## src/verilog/AudBeeper.sv

```systemverilog
// square-wave beeper clocked by 1 MHz ticks, period set by the beeper divider register
`timescale 1ns/1ps

module AudBeeper (
	input  logic        clock,
	input  logic        reset,
	input  logic        timer1MHz,
	input  logic [15:0] beepDivide,
	output logic        beepActive,
	output logic        beepHigh
);

	// divider value, two stages behind the register
	logic [15:0] divideStage1;
	logic [15:0] divideStage2;
	logic [15:0] divCount;

	always_ff @(posedge clock)
	begin
		if (reset)
		begin
			divideStage1 <= '0;
			divideStage2 <= '0;
			divCount <= '0;
			beepHigh <= 1'b0;
		end
		else
		begin
			divideStage1 <= beepDivide;
			divideStage2 <= divideStage1;
			// toggle and reload at zero, whether or not a tick is present
			if (divCount == 16'd0)
			begin
				divCount <= divideStage2;
				beepHigh <= ~beepHigh;
			end
			else
			begin
				divCount <= divCount - {15'd0, timer1MHz};
			end
		end
	end

	// a zero divider turns the beeper off
	assign beepActive = (divideStage2 != 16'd0);

endmodule

```

## config.mk

```make
export PLATFORM = sky130hd
export DESIGN_NAME = AudBeeper
export DESIGN_NICKNAME = d
export VERILOG_FILES = /design/src/verilog/AudBeeper.sv
export SDC_FILE = /design/constraint.sdc
export NUM_CORES = 1
export LEC_CHECK = 0
export BUFFER_PORTS_ARGS = -buffer_cell sky130_fd_sc_hd__buf_2
export CAP_MARGIN = 20
export CELL_PAD_IN_SITES_DETAIL_PLACEMENT = 0
export CELL_PAD_IN_SITES_GLOBAL_PLACEMENT = 1
export CORE_ASPECT_RATIO = 1.1
export CORE_MARGIN = 2
export CORE_UTILIZATION = 42
export CTS_BUF_LIST = sky130_fd_sc_hd__clkbuf_2
export DETAILED_ROUTE_END_ITERATION = 6
export GPL_TIMING_DRIVEN = 1
export PLACE_DENSITY = 0.87
export SLEW_MARGIN = 20
export SYNTH_ARGS = -nofsm -noshare
export SYNTH_HDL_FRONTEND = slang
export SYNTH_SLANG_ARGS = --single-unit
```

## constraint.sdc

```tcl
create_clock -name clock -period 2.1 [get_ports clock]
set_clock_uncertainty 0.1 [all_clocks]
set_input_delay 0.42 -clock clock [delete_from_list [all_inputs] [get_ports clock]]
set_output_delay 0.42 -clock clock [all_outputs]
set_load 0.05 [all_outputs]
```

==> impl_metrics.ini <==
[outcome]
status = finished, final reports clean

[cts]
cts_sinks = 49
htree_levels = 2
cts_root_buf = clkbuf_2
clk_latency_ns = 0.41
cts_tree = done
numCtsBuffers = 5
clkTransAtPathRegs_ns = 0.22
cts_post_setup_buffers_inserted = 0
cts_buffer_depth = 2

[logic_synthesis]
netlist_top_cells_count = dfxtp_1 (49), nor2b_1 (32), nor3_1 (12)
synth_cells = 182
synth.avg_cell_area_sq_um = 10.5
synthFlopType = dfxtp_1
yosysTopAreaCellShare_pct = 51.4
yosysSeqAreaShare_pct = 51.4
yosys_warnings = 0
synth_area_leader_cell = dfxtp_1
synth.area.top_cells = dfxtp_1 (51%), nor2b_1 (10%), a211oi_2 (3.3%), nor3_1 (3.1%), xnor2_1 (2.8%)
synthArstFlopShare_pct = 0
synth_seq_cells = 49
synth_nets = 203
synth-edff-count = 0
synth_most_common_cell = dfxtp_1
syn_area_sq_um = 1910
synth.distinct_cells = 37

[routing]
first_pass_iters = 4
drc = 0
final_antenna_net_count = 0
drt_wl_total_um = 3120
num_vias = 1324
drt_iter0_drc = 37
routedWlPerCell_um = 12.0
via_per_inst = 5.07

[grt]
met3_usage_pct = 4.33
antenna_found_initial = 0
grt_pass1_wl_um = 5200
grt_util_met2_pct = 23.0
grt.busiest_layer = met2
grt_max_degree = 24
met1_usage_pct = 16.9
grt.total_usage_pct = 14.0
globalRouteOverflowTotal = 0
grt_pass1_vias = 1196

[sta]
worstMarginPinSlew_ns = 0.390
hold_viol = 0
worst_slack_ns = 0.148
min_period_ns = 1.95
post-route-period-util_pct = 92.9
rsz0062_at_grt = false
finalSetupViolations = 0
fmax_ghz = 0.512
slew_headroom_pct = 73.7
fin_setup_tns_ns = 0
drv_slew = 0

[layout]
stdcell_count = 261
area_delta_synth_final_pct = 12.4
drive_above_1_share_pct = 24.2
stdcell_area_sq_um = 2140
multi_input_comb_area_sq_um = 870
regArea_sq_um = 982
fillers = 410
final_nets = 227
n_antenna_cell = 0

[die]
core_area_sq_um = 4350
die-height_um = 74.7
initial_utilization_pct = 43.9
ios = 21
fp.dieW_um = 68.2
die_area_sq_um = 5100
rows = 25

[pwr]
p_leak_uw = 0.000829
p_per_area_nw_per_um2 = 1470
p_sw_uw = 1290
combinationalPowerShare_pct = 45.9
internal_power_uw = 1860
switching_share_pct = 40.9
p_total_uw = 3150
peakVddDrop_uv = 459
clkPwrFrac_pct = 12.0
pwr-share-seq_pct = 42.1

[worst_setup_path]
required_ns = 1.58
path_max_fanout = 2
criticalPathCategory = reg -> out
r2r_start = divCount[10]
crit_path_start_kind = flop
arrival_ns = 1.43
cp-end-kind = primary output
cp-startpoint = divideStage2[6]

[flow_run]
maxCapViolations = 0

[place]
placed_cell_area_sq_um = 2070
dp_hpwl_um = 2280
io_buffers = 20
gp_congestion = 0.789
dpl.cell_count = 253
post-place-ws_ns = 0.150

[hold_path]
hold_start = beepDivide[4]
hold_class = in -> reg
==> flip-flops by register name, indices dropped and copies added, names as in the netlist <==
signal,count
divCount,16
beepHigh,1
divideStage1,16
divideStage2,16
==> layout make-up <==
cell class                 instances  share of cell area, %
multi-input combinational        118                   40.6
clock inverter                     3                  0.992
inverter                           4                  0.701
clock buffer                       5                   1.17
sequential                        49                   45.8
tap                               54                   3.15
timing repair buffer              28                   7.59
==> stage by stage <==
| step | hold slack, ns | utilization (%) |
|---|---|---|
| finish | 0.0980 | 49.3 |
| floorplan | 0.314 | - |
| global route | 0.0567 | 49.3 |
| detailed placement | 0.320 | 47.7 |
| CTS | 0.0757 | 48.8 |
| global placement | 0.316 | 47.7 |
==> repair_timing <==
action	in CTS	in global routing
endpoints found under the setup margin	0	1
hold buffers	0	0
resized for setup	0	6
==> worst paths after layout <==
kind | end | slack [ns] | cells past startpoint
max | beepActive | 0.15 | 3
min reg2reg | divideStage2[13] | 0.35 | 1
max reg2reg | divCount[14] | 0.17 | 4
min | divideStage1[4] | 0.1 | 2
==> power groups by stage <==
stage               Sequential [uW]  Combinational [uW]  Clock [uW]
global placement               1330                1410           0
detailed placement             1340                1430           0
floorplan                      1300                1160           0
finish                         1320                1440         378
global route                   1360                1600         434
CTS                            1320                1440         391
==> cells in the final DEF, fill, tap and decap left out, types with 5 or more instances in the layout <==
cell type and instances:
dfxtp_1 48, nor2b_1 32, buf_2 19, nor3_1 12
buf_4 9, a21oi_1 7, xnor2_1 6, nor4_1 5
nor2_1 5, a211oi_2 5, xor2_1 5, o31ai_1 5
clkbuf_2 5
==> critical path, stage by stage (launching register included) <==
cell     delay, ns
dfxtp_2       0.38
nor4_2        0.30
nand4_1       0.14
buf_4         0.21
==> logic make-up (layout without fill, tap and decap cells) <==
family | count (synthesis) | in the layout | share of synthesized area [%]
AO/OA/AOI/OAI | 28 | 28 | 11.6
XOR/XNOR | 11 | 11 | 5.05
adder cells (fa/ha/maj) | 2 | 2 | 1.31
buffers and inverters | 15 | 40 | 3.94
flip-flops | 49 | 49 | 51.4
AND/OR/NAND/NOR | 77 | 77 | 26.6
==> per-layer routing <==
metal	wire length (um)	share of wire [%]	up-vias
li1	-	-	690
met1	1470	47	606
met2	1480	47	23
met3	119	3.8	5
met4	57	1.8	0
met5	0	0	-
(Power assumes the default switching activity.)
