File: config.mk
export PLATFORM = sky130hd
export DESIGN_NAME = AudBusRegs
export DESIGN_NICKNAME = d
export VERILOG_FILES = /design/src/verilog/AudBusPkg.sv /design/src/verilog/AudPcmPkg.sv /design/src/verilog/AudBusRegs.sv
export SDC_FILE = /design/constraint.sdc
export NUM_CORES = 1
export LEC_CHECK = 0
export ABC_AREA = 0
export CAP_MARGIN = 15
export CORE_ASPECT_RATIO = 1.4
export CORE_MARGIN = 2
export CORE_UTILIZATION = 40
export CTS_CLUSTER_DIAMETER = 60
export DETAILED_ROUTE_END_ITERATION = 10
export DONT_BUFFER_PORTS = 1
export PLACE_DENSITY_LB_ADDON = 0.2
export SKIP_CTS_REPAIR_TIMING = 1
export SYNTH_ARGS = -nofsm -noshare
export SYNTH_HDL_FRONTEND = slang
export SYNTH_SLANG_ARGS = --single-unit
File: constraint.sdc
create_clock -name clock -period 5.2 [get_ports clock]
set_input_delay 0.26 -clock clock [delete_from_list [all_inputs] [get_ports clock]]
set_output_delay 0.26 -clock clock [all_outputs]
set_load 0.005 [all_outputs]
File: src/verilog/AudBusPkg.sv
// bus encodings and address map of the PCM sound device, referenced by scoped name
package AudBusPkg;

	// bit positions in busOpm
	// load request
	localparam logic [2:0] OpmRead = 3'd3;
	// store request
	localparam logic [2:0] OpmWrite = 3'd4;

	// response codes on busOK
	// nothing pending, or not for us
	localparam logic [1:0] OkReady = 2'd0;
	// access accepted and completed
	localparam logic [1:0] OkOk = 2'd1;
	// not produced here, kept for the bus code space
	localparam logic [1:0] OkHold = 2'd2;
	localparam logic [1:0] OkFault = 2'd3;

	// address bits 27:16 that select this device
	localparam logic [11:0] DevSelect = 12'h009;

	// address bits 15:12, control register page
	localparam logic [3:0] CtrlPage = 4'hF;

	// address bits 15:14, sample memory window
	localparam logic [1:0] SampPage = 2'h0;

	// register word indices from address bits 7:2
	// PCM control
	localparam logic [5:0] RegCtrl0 = 6'd0;
	// beeper divider
	localparam logic [5:0] RegCtrl1 = 6'd1;
	// playback position, read only
	localparam logic [5:0] RegSampPos = 6'd8;

endpackage

File: src/verilog/AudPcmPkg.sv
// control register layout, sample rate table and level constants for the PCM datapath
package AudPcmPkg;

	// control register 0 bit positions
	// companded 8-bit samples
	localparam int CtrlCompand = 0;
	// 16-bit samples instead of bytes
	localparam int CtrlUse16b = 1;
	// bit 2 was stereo select, unused in the mono build
	// output enable
	localparam int CtrlEnable = 3;
	// low bit of the 4-bit rate field
	localparam int CtrlRateLsb = 4;

	// divider reload per rate code, in clocks minus one
	// one sample period is reload+1 clocks
	localparam logic [13:0] RateReload [16] = '{
		14'd12500,
		14'd9070,
		14'd6250,
		14'd4535,
		14'd3125,
		14'd2268,
		14'd1562,
		14'd1134,
		14'd781,
		14'd2083,
		14'd781,
		14'd1042,
		14'd781,
		14'd781,
		14'd781,
		14'd781
	};

	// fixed levels that replace the PCM level while the beeper runs
	localparam logic [15:0] BeepHighLevel = 16'h0FFF;
	localparam logic [15:0] BeepLowLevel = 16'hF000;

	// width of every signed PCM level
	localparam int LevelBits = 16;

endpackage

File: src/verilog/AudBusRegs.sv
// bus front end: registers host requests, holds both control registers and drives memory writes
`timescale 1ns/1ps

module AudBusRegs #(
	parameter int MemIndexBits = 10
) (
	input  logic                    clock,
	input  logic                    reset,
	input  logic [31:0]             busAddr,
	input  logic [31:0]             busInData,
	input  logic [4:0]              busOpm,
	input  logic [MemIndexBits+2:0] samplePos,
	output logic [31:0]             busOutData,
	output logic [1:0]              busOK,
	output logic                    memWrite,
	output logic                    memBank,
	output logic [MemIndexBits-1:0] memIndex,
	output logic [31:0]             memData,
	output logic                    useCompand,
	output logic                    use16b,
	output logic                    outEnable,
	output logic [3:0]              rateSelect,
	output logic [15:0]             beepDivide
);

	// request as seen one edge after the host drove it
	logic [31:0] reqAddr;
	logic [31:0] reqData;
	logic [4:0]  reqOpm;

	// decode of the registered request
	logic devSel;
	logic ctrlSel;
	logic sampSel;
	logic isRead;
	logic isWrite;

	// PCM control and beeper divider
	logic [31:0] ctrl0;
	logic [31:0] ctrl1;

	// read mux and registered response
	logic [31:0] readData;
	logic [31:0] respData;
	logic [1:0]  respCode;

	// address and data are payload, only the opcode needs clearing
	always_ff @(posedge clock)
	begin
		reqAddr <= busAddr;
		reqData <= busInData;
		if (reset)
			reqOpm <= '0;
		else
			reqOpm <= busOpm;
	end

	assign devSel = (reqAddr[27:16] == AudBusPkg::DevSelect);
	assign ctrlSel = (reqAddr[15:12] == AudBusPkg::CtrlPage);
	assign sampSel = (reqAddr[15:14] == AudBusPkg::SampPage);
	assign isRead = reqOpm[AudBusPkg::OpmRead];
	assign isWrite = reqOpm[AudBusPkg::OpmWrite];

	// register writes land on the second edge after the request
	always_ff @(posedge clock)
	begin
		if (reset)
		begin
			ctrl0 <= '0;
			ctrl1 <= '0;
		end
		else if (devSel && isWrite && ctrlSel)
		begin
			case (reqAddr[7:2])
				AudBusPkg::RegCtrl0: ctrl0 <= reqData;
				AudBusPkg::RegCtrl1: ctrl1 <= reqData;
				default:
				begin
				end
			endcase
		end
	end

	// anything unmapped reads as zero
	always_comb
	begin
		readData = '0;
		if (devSel && isRead && ctrlSel)
		begin
			case (reqAddr[7:2])
				AudBusPkg::RegCtrl0: readData = ctrl0;
				AudBusPkg::RegCtrl1: readData = ctrl1;
				AudBusPkg::RegSampPos: readData = 32'(samplePos);
				default: readData = '0;
			endcase
		end
	end

	// response is valid two edges after the request
	always_ff @(posedge clock)
	begin
		respData <= readData;
		if (reset)
			respCode <= AudBusPkg::OkReady;
		else if (devSel && (isRead || isWrite))
			respCode <= AudBusPkg::OkOk;
		else
			respCode <= AudBusPkg::OkReady;
	end

	assign busOutData = respData;
	assign busOK = respCode;

	// sample page store, bit 2 picks the half of a 64-bit block
	assign memWrite = devSel && isWrite && sampSel;
	assign memBank = reqAddr[2];
	assign memIndex = reqAddr[MemIndexBits+2:3];
	assign memData = reqData;

	// control fields fanned out to the blocks
	assign useCompand = ctrl0[AudPcmPkg::CtrlCompand];
	assign use16b = ctrl0[AudPcmPkg::CtrlUse16b];
	assign outEnable = ctrl0[AudPcmPkg::CtrlEnable];
	assign rateSelect = ctrl0[AudPcmPkg::CtrlRateLsb +: 4];
	assign beepDivide = ctrl1[15:0];

endmodule

==> metrics.txt <==
Slew Limit Fails 0; TNS Setup 0 ns; die area 13900 um^2; grt total ovfl 0; final hold vios 0; Final Critical Period 2.896 ns; Skew-Pair Late Insertion Delay 0.42 ns; Final setup violation count 0; cell with the most instances after synthesis dfxtp_1; post-synth top area share 60.62%; synth warn 0; CTS tree done; Avg Inst Size Synth 9.801 um^2; critical path class reg -> reg; WL per Instance 18.68 um; crit start category flop; status complete, no violations; CTS Buf Count 17; Max-cap violations 0; Worst Setup EP busOutData[0]; Clock Tree Buf Depth 2; Post-synth EDFFs 0; Layout Area Growth over Synthesis 19.02%; Final period util 55.70%; synthesized netlist cell count 529; clk sinks 157; # rows 49; remaining antenna violation count 0; RSZ-0062 raised after global routing false; clock share of power 47.2%; #FFs+latches synth 157; CP arrival 3.22 ns; fin nets 623; via count 3917; skew final 0.01631 ns; Avg Vias per Cell 5.556; layout cells sized above 1 8.514%; reg2reg start reqAddr[25]; leading area contributor after synthesis dfxtp_1; Slew @ Worst Pin 1.050 ns; Synth Cell Area 5185 um^2; antenna violations before repair 0; post-layout util 48.39%; Die Y-Extent 138.7 um; largest cells by area after synthesis dfxtp_1 (61%), a21oi_1 (7.5%), nand3_1 (6.5%); R2R depth 5; max frequency 345.3 MHz; Commonest cells post-synth dfxtp_1 (157), a21oi_1 (78), nand3_1 (67); register area 3143 um^2; starting density of the core 40.66%; Pwr Density 400.3 nW/um^2; Logic pwr share 2.3%; DRT Wirelength 13170 um; post-DP HPWL 7737 um; drt drc 0; fraction of registers with async set/reset 0%; H-tree depth 4; Synth Net Count 613; switching part of the total 23.47%; initial DRC count 179; I/O Buffers 0; sequential-to-total area share from yosys stat 60.62%; Reg power frac 50.6%; clock root cell clkbuf_16; Hold WC Path Type in -> reg; first-pass GRT wire length 19350 um; number of global-route vias before repair 3548; All-Layer GR Usage 18.03%; Unique masters post-synth 26; worst path required time 5.53 ns; fillcell total 1185; Worst R2R End busOutData[0]; Clock Pin Slew Worst Setup and Hold Paths 0.07 ns; Main synth FF type dfxtp_1; pin count of the biggest net entering global routing 68; leakage 0.002054 uW; I/O pin count 185; first-pass iteration count of the detailed router 5; multi-input combinational cell area 1595 um^2; internal reg-to-reg setup slack 2.30 ns; area of the core 12750 um^2; die outline width 100.2 um; antenna cells 0; worst setup path startpoint reqAddr[25]; Max FO, Critical Path 66; P_int 1891 uW; Setup crit end kind flop; Rel. slew slack 29.63%; Max VDD drop 0.2279 mV; Placer Congestion 0.7276; Sw Pwr 579.7 uW
## final cells by class
type | count | area share [%]
flip-flops and latches | 157 | 50.93
multi-input cells | 296 | 25.85
repair buffers | 67 | 11.11
clock buffers | 17 | 6.894
well taps | 153 | 3.102
clock inverters | 15 | 2.109
## cells in the final DEF, fill, tap and decap left out, drive strengths merged
cell type    Yosys  final
dfxtp          157    157
a21oi           78     78
nand3           67     67
o21ai           64     64
dlygate4sd3      0     60
a22oi           32     32
nor2            21     21
clkbuf          29     17
nand2           14     14
clkinv           0      7
buf             47      7
inv              0      7
or4              4      4
nor2b            3      3
and3             2      2
nor4             2      2
nor3             2      2
nand4bb          1      1
or3              1      1
nor4b            1      1
nand4            1      1
and2             1      1
nor3b            1      1
conb             1      1
clkinvlp         0      1
## worst max-delay path: stages, from the launching register on
cell and delay (ns):
dfxtp_1 0.32, or4_4 0.54, nor4_4 0.28, buf_4 0.57, nand3_1 0.69, a21oi_1 0.33
## state kept, by name, indices dropped and copies added (netlist names)
name	flops
busOutData	32
ctrl0	32
reqOpm	2
memData	32
reqAddr	26
busOK	1
ctrl1	32
## logic make-up after synthesis
| logic type | count (synthesis) | synth area share [%] |
|---|---|---|
| AO/OA/AOI/OAI | 174 | 18.34 |
| AND/OR/NAND/NOR | 121 | 11.78 |
| other | 1 | 0.07232 |
| buffers and inverters | 76 | 9.194 |
| flip-flops | 157 | 60.62 |
## how the worst min path moves through the flow
stage	startpoint	to	slack (ns)	cells after the start
5_1_grt	samplePos[4]	busOutData[4]	0.06	2
3_5_place_dp	busInData[16]	memData[16]	0.29	0
4_1_cts	busInData[26]	memData[26]	-0.15	0
3_3_place_gp	busInData[0]	memData[0]	0.29	0
2_1_floorplan	busInData[0]	memData[0]	0.29	0
6_report	samplePos[12]	busOutData[12]	0.04	2
## power by group through the flow
stage / registers [uW] / clock network [uW] / logic [uW]
after floorplan: 1270 / 0 / 20.4
after global placement: 1280 / 0 / 9.97
after detailed placement: 1280 / 0 / 10.1
after CTS: 1250 / 1190 / 10.1
after global routing: 1250 / 1240 / 59.9
final: 1250 / 1170 / 55.8
## routing by layer
layer	global-route usage (%)	part of all wire, %
met5	0	0
met4	6.705	1.4
met3	5.343	7.1
met2	30.38	52
met1	21.49	40
## metrics by stage
| step | hold WS (ns) | instance area [um^2] | setup WS [ns] | total power, uW | cells |
|---|---|---|---|---|---|
| after global placement | 0.2878 | 4967 | 2.390 | 1287 | 611 |
| after detailed placement | 0.2878 | 4967 | 2.367 | 1287 | 611 |
| after global routing | 0.05648 | 6171 | 2.066 | 2556 | 705 |
| after CTS | -0.1525 | 5523 | 2.348 | 2450 | 643 |
| final | 0.04073 | 6171 | 2.304 | 2471 | 705 |
| after floorplan | 0.2877 | 5185 | 3.255 | 1289 | 529 |
Power figures use the tool's default switching activity.
