[config.mk]
export PLATFORM = sky130hd
export DESIGN_NAME = AudPwmMixer
export DESIGN_NICKNAME = d
export VERILOG_FILES = /design/src/verilog/AudPcmPkg.sv /design/src/verilog/AudPwmMixer.sv
export SDC_FILE = /design/constraint.sdc
export NUM_CORES = 1
export LEC_CHECK = 0
export BUFFER_PORTS_ARGS = -buffer_cell sky130_fd_sc_hd__buf_2
export CAP_MARGIN = 15
export CORE_MARGIN = 10
export CORE_UTILIZATION = 49
export CTS_BUF_LIST = sky130_fd_sc_hd__clkbuf_4
export CTS_CLUSTER_DIAMETER = 80
export DETAILED_ROUTE_END_ITERATION = 10
export MAX_ROUTING_LAYER = met4
export PLACE_DENSITY_LB_ADDON = 0.08
export SYNTH_ARGS = -nofsm -noshare
export SYNTH_HDL_FRONTEND = slang
export SYNTH_SLANG_ARGS = --single-unit
[constraint.sdc]
create_clock -name clock -period 3 [get_ports clock]
set_input_delay 0.45 -clock clock [delete_from_list [all_inputs] [get_ports clock]]
set_output_delay 0.45 -clock clock [all_outputs]
set_load 0.1 [all_outputs]
[src/verilog/AudPcmPkg.sv]
// control register layout, sample rate table and level constants for the PCM datapath
package AudPcmPkg;

	// control register 0 bit positions
	// companded 8-bit samples
	localparam int CtrlCompand = 0;
	// 16-bit samples instead of bytes
	localparam int CtrlUse16b = 1;
	// bit 2 was stereo select, unused in the mono build
	// output enable
	localparam int CtrlEnable = 3;
	// low bit of the 4-bit rate field
	localparam int CtrlRateLsb = 4;

	// divider reload per rate code, in clocks minus one
	// one sample period is reload+1 clocks
	localparam logic [13:0] RateReload [16] = '{
		14'd12500,
		14'd9070,
		14'd6250,
		14'd4535,
		14'd3125,
		14'd2268,
		14'd1562,
		14'd1134,
		14'd781,
		14'd2083,
		14'd781,
		14'd1042,
		14'd781,
		14'd781,
		14'd781,
		14'd781
	};

	// fixed levels that replace the PCM level while the beeper runs
	localparam logic [15:0] BeepHighLevel = 16'h0FFF;
	localparam logic [15:0] BeepLowLevel = 16'hF000;

	// width of every signed PCM level
	localparam int LevelBits = 16;

endpackage

[src/verilog/AudPwmMixer.sv]
// mixes PCM and beep levels into a first-order delta-sigma bit stream with output delay line
`timescale 1ns/1ps

module AudPwmMixer (
	input  logic                             clock,
	input  logic                             reset,
	input  logic [AudPcmPkg::LevelBits-1:0] pcmLevel,
	input  logic                             beepActive,
	input  logic                             beepHigh,
	input  logic                             outEnable,
	output logic [1:0]                       pwmOut,
	output logic                             pwmEna
);

	// registered mix, signed
	logic [15:0] mixLevel;
	// offset binary form fed to the accumulator
	logic [15:0] accIn;
	logic [15:0] acc;
	logic [15:0] accSum;
	logic        carry;
	logic [1:0]  pwmBits;
	// four-stage output delay
	logic [1:0]  outDelay [4];
	logic [3:0]  enaDelay;

	// quarter-scale PCM leaves headroom, beep overrides it
	always_ff @(posedge clock)
	begin
		if (beepActive)
			mixLevel <= beepHigh ? AudPcmPkg::BeepHighLevel : AudPcmPkg::BeepLowLevel;
		else
			mixLevel <= $signed(pcmLevel) >>> 2;
	end

	assign accIn = {~mixLevel[15], mixLevel[14:0]};
	assign {carry, accSum} = {1'b0, acc} + {1'b0, accIn};

	// accumulator parked at zero while output is off
	always_ff @(posedge clock)
	begin
		if (reset || !outEnable)
			acc <= '0;
		else
			acc <= accSum;
	end

	// both bits carry the mono channel, idle level is high
	assign pwmBits = outEnable ? {carry, carry} : 2'b11;

	always_ff @(posedge clock)
	begin
		if (reset)
		begin
			for (int i = 0; i < 4; i++)
				outDelay[i] <= 2'b11;
			enaDelay <= '0;
		end
		else
		begin
			outDelay[0] <= pwmBits;
			for (int i = 1; i < 4; i++)
				outDelay[i] <= outDelay[i-1];
			enaDelay <= {enaDelay[2:0], outEnable};
		end
	end

	assign pwmOut = outDelay[3];
	assign pwmEna = enaDelay[3];

endmodule

==> results of run 1 <==
-- cell usage in the layout, fill, tap and decap left out, drive strengths merged, types with 2 or more instances in the layout --
master	count
and3	2
bufinv	2
nor3	5
and2	2
xor2	2
nor2b	4
dfxtp	38
xnor2	3
clkbuf	5
inv	19
nand2	14
o21a	3
nor2	11
nand4	4
o31ai	2
o21ai	19
nand3	6
a21o	6
a21oi	13
buf	22
nand2b	8
mux2i	5
ha	16
or2	3
-- layer usage --
metal,global-route usage,share of wire
met1,0.132,0.46
met2,0.199,0.48
met3,0.0371,0.039
met4,0.0408,0.013
met5,-,0
-- sequential cells by signal (all words and copies together) (netlist names) --
name,cells
enaDelay,4
acc,16
outDelay,4
mixLevel,14
-- final cells by class --
type	instances	share of cell area
multi-input combinational	141	0.473
sequential	38	0.361
timing repair buffer	22	0.0534
inverter	19	0.0338
clock inverter	3	0.0327
tap	48	0.0285
clock buffer	5	0.0178
-- report_power, final --
part	switching, mW	internal [mW]
logic	0.148	0.104
clock network	0.175	0.261
registers	0.0128	0.543
-- through the flow --
stage / hold WS (ps) / setup slack (ps) / util / std cells / area (µm²)
2_1_floorplan: 389 / 1040 / - / 205 / 1860
3_3_place_gp: 397 / 927 / 0.546 / 268 / 2000
3_5_place_dp: 400 / 914 / 0.546 / 268 / 2000
4_1_cts: 305 / 867 / 0.576 / 276 / 2110
5_1_grt: 308 / 747 / 0.576 / 276 / 2110
6_report: 316 / 871 / 0.576 / 276 / 2110
-- logic make-up (layout without fill, tap and decap cells) --
logic type	Yosys count	in the layout	share of synthesized area
adder cells (fa/ha/maj)	17	17	0.118
AO/OA/AOI/OAI	53	53	0.199
AND/OR/NAND/NOR	61	61	0.167
XOR/XNOR	5	5	0.0235
multiplexers	5	5	0.0269
buffers and inverters	26	49	0.0558
flip-flops	38	38	0.409
-- critical path, stage by stage, from the launching register on --
cell      delay, ps
dfxtp_1         320
ha_1            220
fa_1            420
a21o_1          220
a221oi_4        350
o32ai_2         170
o22ai_2         190
mux2i_1         190
-- final timing paths --
check                             from                        end  slack, ps  cells after the start
max                mixLevel[0]$_DFF_P_         acc[14]$_SDFF_PP0_        870                      7
min                              reset     enaDelay[2]$_SDFF_PP0_        320                      2
max reg2reg        mixLevel[0]$_DFF_P_         acc[14]$_SDFF_PP0_        870                      7
min reg2reg  outDelay[1][0]$_SDFF_PP1_  outDelay[2][0]$_SDFF_PP1_        430                      1
==> impl_metrics.ini, run 1 <==
[run_status]
status = completed

[worst_setup_path]
startpoint_type = flop
cp-end-kind = flop
worstPathRequired_ps = 3280
criticalPathCategory = flop to flop
cp_data_arrival_time_ps = 2410
crit_fanout = 5

[clock_network]
cts_buffer_depth = 2
cts_root_buf = clkbuf_4
cts_max_level = 2
cts_tree = built
numCtsBuffers = 5
cts_setup_buffers = 0
clock_latency_ps = 340
hold_buffers = 0
cts.sinks = 38
cts_resized = 0
clk_pin_slew_worst_paths_ps = 120

[yosys]
synth.area.top_cells = dfxtp_1 (41%), ha_1 (11%), o21ai_0 (5.1%), inv_1 (3.8%), a21oi_1 (3.2%)
yosys_warnings = 0
synth_edf_count = 0
synthTopCellsByCount = dfxtp_1 (38), inv_1 (19), o21ai_0 (19)
syn_area_um2 = 1860
yosys.area.top_type = dfxtp_1
syn-num-nets = 243
synth.top_cell.area_share = 0.409
synthFlopType = dfxtp_1
synth.avg_cell_area_um2 = 9.08
synth-seq-area-share = 0.409
ys_types = 40
synthArstFlopShare = 0
yosys_register_bits = 38
synth.most_common_cell = dfxtp_1
syn_inst = 205

[detailed_routing]
drc_errors = 0
drtPass1Iterations = 4
vias = 1469
first_iter_violations = 95
drtAntennaViolNets = 0
viasPerCell = 5.32
wl_per_cell_um = 13.0
wl_um = 3590

[layout]
regArea_um2 = 761
drive_above_1_share = 0.175
multi_input_area_um2 = 996
synthToLayoutAreaGrowth_pct = 13.2
fillers = 346
antenna_cells = 0
nets = 265

[power]
max-vdd-ir-drop_uv = 346
power_mw = 1.24
leakage_nw = 1.02
p_per_area_nw_per_um2 = 590

[floorplan]
io_pins = 24
die_w_um = 81.6
die_height_um = 81.6
core_area_um2 = 3660
die_area_um2 = 6660
initial_core_util = 0.508
fp-row-count = 22

[run]
cap_violations = 0

[timing]
finClkSkew_ps = 6.52
worst_pin_slew_ps = 590
setup_tns_ps = 0
fmax_mhz = 470
rsz0062_at_grt = false
slew_headroom = 0.604
maxSlewViolCount = 0
setup_violations = 0
min_period_ps = 2130
finalCritPeriodShare = 0.710
hold_violations = 0

[place]
io_buffer_count = 21
dp_hpwl_um = 2700
gp_congestion = 0.876

[grt]
grt_use_total = 0.119
antenna_found_initial = 0
grt_max_degree = 17
grt_overflow_total = 0
grt_pass1_wl_um = 6160
grt_pass1_vias = 1417

[worst_hold_path]
hold_class = input pin to flop
Note: power is estimated with default switching activity, not from simulation.
==> run 2, diff against run 1 <==
Clock period 3 ns to 1.82 ns, I/O delays scaled along.
==> run 2 against run 1 <==
  * The run now ends with setup timing left
  * Clock-buffer cell count stayed put
  * Design area grew 9.4%
  * Critical endpoint unchanged
  * Hold slack got worse by 180 ps
  * Largest cell class unchanged
==> impl_metrics.ini, run 2 (synthesis results as in run 1) <==
[timing]
min_period_ps = 1910
rsz0062_at_grt = true
worst_pin_slew_ps = 487
setup_violations = 4
fmax_mhz = 523
maxSlewViolCount = 0
hold_violations = 0
finalCritPeriodShare = 1.05
finClkSkew_ps = 11.8
slew_headroom = 0.677
finalWorstSetupSlack_ps = -91.5

[run]
cap_violations = 0

[grt]
grt_pass1_vias = 1493
antenna_found_initial = 0
grt_use_total = 0.128
grt_max_degree = 17
grt_overflow_total = 0
grt_pass1_wl_um = 6540

[clock_network]
cts_root_buf = clkbuf_4
numCtsBuffers = 5
clk_pin_slew_worst_paths_ps = 110
clock_latency_ps = 350
cts.sinks = 38
cts_tree = built
cts_max_level = 2
hold_buffers = 0
cts_buffer_depth = 2

[floorplan]
fp-row-count = 22
die_w_um = 81.6
die_height_um = 81.6
core_area_um2 = 3660
io_pins = 24
initial_core_util = 0.508
die_area_um2 = 6660

[power]
max-vdd-ir-drop_uv = 787
pwr-share-seq = 0.433
p_int_mw = 1.55
power_mw = 2.13
share_comb_of_total_power = 0.234
p_clk_frac = 0.333
p_per_area_nw_per_um2 = 924
switching_share = 0.274
switchingPower_mw = 0.584
leakage_nw = 1.09

[layout]
largest_register = acc
nets = 280
largest_register_ffs = 16
antenna_cells = 0
fillers = 324
largestRegisters = acc x16, mixLevel x14
drive_above_1_share = 0.276
final_common_cell = dfxtp_1
synthToLayoutAreaGrowth_pct = 23.9
final_cell_mix = dfxtp_1 (36), buf_2 (21), inv_1 (19), o21ai_0 (19), buf_4 (16)
finalNonFillerCells = 291

[worst_setup_path]
cp_data_arrival_time_ps = 2200
worstPathRequired_ps = 2110
cp-end-kind = flop
criticalPathCategory = flop to flop
startpoint_type = flop
crit_fanout = 5

[place]
dp.cells = 281
io_buffer_count = 21
pre_cts_ws_ps = -171
gp_congestion = 0.919
dp_hpwl_um = 2880

[detailed_routing]
vias = 1514
viasPerCell = 5.20
drc_errors = 0
wl_per_cell_um = 13.5
drtAntennaViolNets = 0
first_iter_violations = 92
wl_um = 3940
drtPass1Iterations = 4

[worst_hold_path]
hold_class = input pin to flop

[run_status]
status = finished, violations left
violations = setup timing
-- run 2: metrics by stage --
step           hold slack (ps)   util  instance area [µm²]  setup TNS [ps]
3_3_place_gp               393  0.575                 2100            -571
4_1_cts                    127  0.609                 2230            -308
5_1_grt                    136  0.630                 2310            -926
6_report                   135  0.630                 2310            -223
3_5_place_dp               398  0.575                 2100            -661
2_1_floorplan              345      -                 1870            -237
-- run 2: worst paths after layout --
kind,from,cells past startpoint,endpoint,slack [ps]
setup / recovery,mixLevel[0]$_DFF_P_,7,acc[14]$_SDFF_PP0_,-90
hold / removal,reset,2,enaDelay[1]$_SDFF_PP0_,140
setup reg to reg,mixLevel[0]$_DFF_P_,7,acc[14]$_SDFF_PP0_,-90
hold reg to reg,outDelay[0][0]$_DFF_P_,1,outDelay[1][0]$_SDFF_PP1_,420
-- run 2: cell type report --
type | count | area (µm²) | area share
Tap cell | 48 | 60.1 | 0.0260
Clock buffer | 5 | 37.5 | 0.0163
Inverter | 19 | 71.3 | 0.0309
Sequential cell | 38 | 763 | 0.331
Multi-Input combinational cell | 141 | 1080 | 0.470
Timing Repair Buffer | 37 | 225 | 0.0977
Clock inverter | 3 | 63.8 | 0.0277
-- run 2: power by group through the flow --
stage / combinational [mW] / sequential (mW) / clock, mW
after floorplan: 0.320 / 0.935 / 0
after global placement: 0.442 / 0.935 / 0
after detailed placement: 0.459 / 0.937 / 0
after CTS: 0.469 / 0.920 / 0.723
after global routing: 0.555 / 0.930 / 0.751
final: 0.499 / 0.923 / 0.710
-- run 2: critical path, stage by stage (launching register included) --
cell	delay [ps]
dfxtp_2	350
ha_4	160
fa_2	330
a21o_1	200
a221oi_4	330
o32ai_2	140
o22ai_2	160
mux2i_1	190
-- run 2: timing repair --
action,in CTS,in global routing
setup endpoints to repair,8,11
buffers inserted,1,1
pin swaps,7,5
resized for setup,5,9
-- run 2: metal layers --
layer,part of all wire,GRT usage
met5,0,-
met4,0.014,0.0561
met3,0.033,0.0306
met2,0.51,0.209
met1,0.45,0.146
==> run 3, diff against run 2 <==
Settings changed: RECOVER_POWER set to 100.
==> run 3 against run 2 <==
  * Non-clock buffer count did not move
  * The run still ends with setup timing left
  * Maximum frequency fell by 0.12%
  * Via count rose by 0.99%
  * Wire length rose by 0.13%
  * Combinational power barely moved
  * Critical endpoint unchanged
  * Clock power barely moved
  * Largest cell class unchanged
  * Register-to-register slack barely moved
  * Global-route usage did not move
==> impl_metrics.ini, run 3 (synthesis results as in run 1) <==
[layout]
largest_register_ffs = 16
drive_above_1_share = 0.267
utilization = 0.629
synthToLayoutAreaGrowth_pct = 23.7
largestRegisters = acc x16, mixLevel x14
antenna_cells = 0
final_cell_mix = dfxtp_1 (36), inv_1 (19), o21ai_0 (19)
final_common_cell = dfxtp_1
nets = 280
largest_register = acc

[power]
max-vdd-ir-drop_uv = 787
leakage_nw = 1.08
p_int_mw = 1.55
switching_share = 0.275
p_per_area_nw_per_um2 = 926
pwr-share-seq = 0.433
share_comb_of_total_power = 0.234
switchingPower_mw = 0.585
p_clk_frac = 0.334

[clock_network]
cts.sinks = 38
clk_pin_slew_worst_paths_ps = 120
clock_latency_ps = 350
cts_max_level = 2
cts_root_buf = clkbuf_4
cts_tree = built
cts_buffer_depth = 2
numCtsBuffers = 5
hold_buffers = 0

[detailed_routing]
vias = 1529
wl_per_cell_um = 13.5
drtPass1Iterations = 4
first_iter_violations = 107
drtAntennaViolNets = 0
wl_um = 3940
viasPerCell = 5.25
drc_errors = 0

[timing]
rsz0062_at_grt = true
min_period_ps = 1910
hold_violations = 0
finalWorstSetupSlack_ps = -93.7
whs_ps = 136
maxSlewViolCount = 0
finalCritPeriodShare = 1.05
slew_headroom = 0.585
finClkSkew_ps = 11.3
fmax_mhz = 523
setup_violations = 4
worst_pin_slew_ps = 622

[grt]
grt_max_degree = 17
antenna_found_initial = 0
grt_pass1_vias = 1493
grt_pass1_wl_um = 6540
grt_use_total = 0.128
busiest_layer = met2
gr-usage-met3 = 0.0306
use_met1 = 0.146
use_met2 = 0.209
grt_overflow_total = 0

[worst_setup_path]
worstPathRequired_ps = 2110
critPathLaunch = mixLevel[0]$_DFF_P_
crit_fanout = 5
r2r_setup_slack_ps = -90
cp_data_arrival_time_ps = 2210
criticalPathCategory = flop to flop
startpoint_type = flop
r2r_start = mixLevel[0]$_DFF_P_
cp-end-kind = flop

[floorplan]
die_area_um2 = 6660
die_w_um = 81.6
io_pins = 24
die_height_um = 81.6
fp-row-count = 22
core_area_um2 = 3660
initial_core_util = 0.508

[place]
gp_congestion = 0.919
io_buffer_count = 21
dp_hpwl_um = 2880

[run_status]
violations = setup timing
status = finished, violations left

[run]
cap_violations = 0

[worst_hold_path]
worstHoldStart = reset
hold_class = input pin to flop
run 3: per-stage QoR:
step	TNS [ps]	instances	setup WS [ps]	cell area [µm²]	total power, mW
2_1_floorplan	-237	205	-91.5	1870	1.26
3_3_place_gp	-571	281	-151	2100	1.38
3_5_place_dp	-661	281	-171	2100	1.40
4_1_cts	-308	290	-104	2230	2.11
5_1_grt	-926	291	-212	2300	2.23
6_report	-238	291	-93.7	2300	2.13
run 3: timing repair:
item,CTS,global route
setup buffers,1,1
endpoints found under the setup margin,8,11
gates cloned,0,0
gates resized for setup,5,9
pin swaps,7,5
run 3: routing by layer:
metal / routed length [µm] / vias to the layer above
met5: 0 / -
met4: 72 / 0
met3: 125 / 11
met2: 1980 / 21
met1: 1760 / 714
li1: - / 783
run 3: power groups by stage:
stage               clock network (mW)  registers (mW)  logic, mW
CTS                              0.723           0.920      0.469
detailed placement                   0           0.937      0.459
global route                     0.751           0.930      0.553
global placement                     0           0.935      0.442
finish                           0.711           0.923      0.498
floorplan                            0           0.935      0.320
run 3: path summary, 6_finish.rpt:
| check | endpoint | depth (start not counted) |
|---|---|---|
| max reg2reg | acc[14]$_SDFF_PP0_ | 7 |
| min reg2reg | outDelay[1][0]$_SDFF_PP1_ | 1 |
| max | acc[14]$_SDFF_PP0_ | 7 |
| min | enaDelay[1]$_SDFF_PP0_ | 2 |
run 3: layout make-up:
| class | count | area [µm²] |
|---|---|---|
| clock inverter | 3 | 63.8 |
| fill | 325 | 1360 |
| inverter | 19 | 71.3 |
| timing repair buffer | 37 | 220 |
| multi-input combinational | 141 | 1080 |
| sequential | 38 | 763 |
| clock buffer | 5 | 37.5 |
| tap | 48 | 60.1 |
run 3: critical path: stages, from the launching register on:
cell and delay (ps):
dfxtp_2 350, ha_4 160, fa_2 330, a21o_1 200, a221oi_4 330, o32ai_2 140, o22ai_2 160, mux2i_1 190
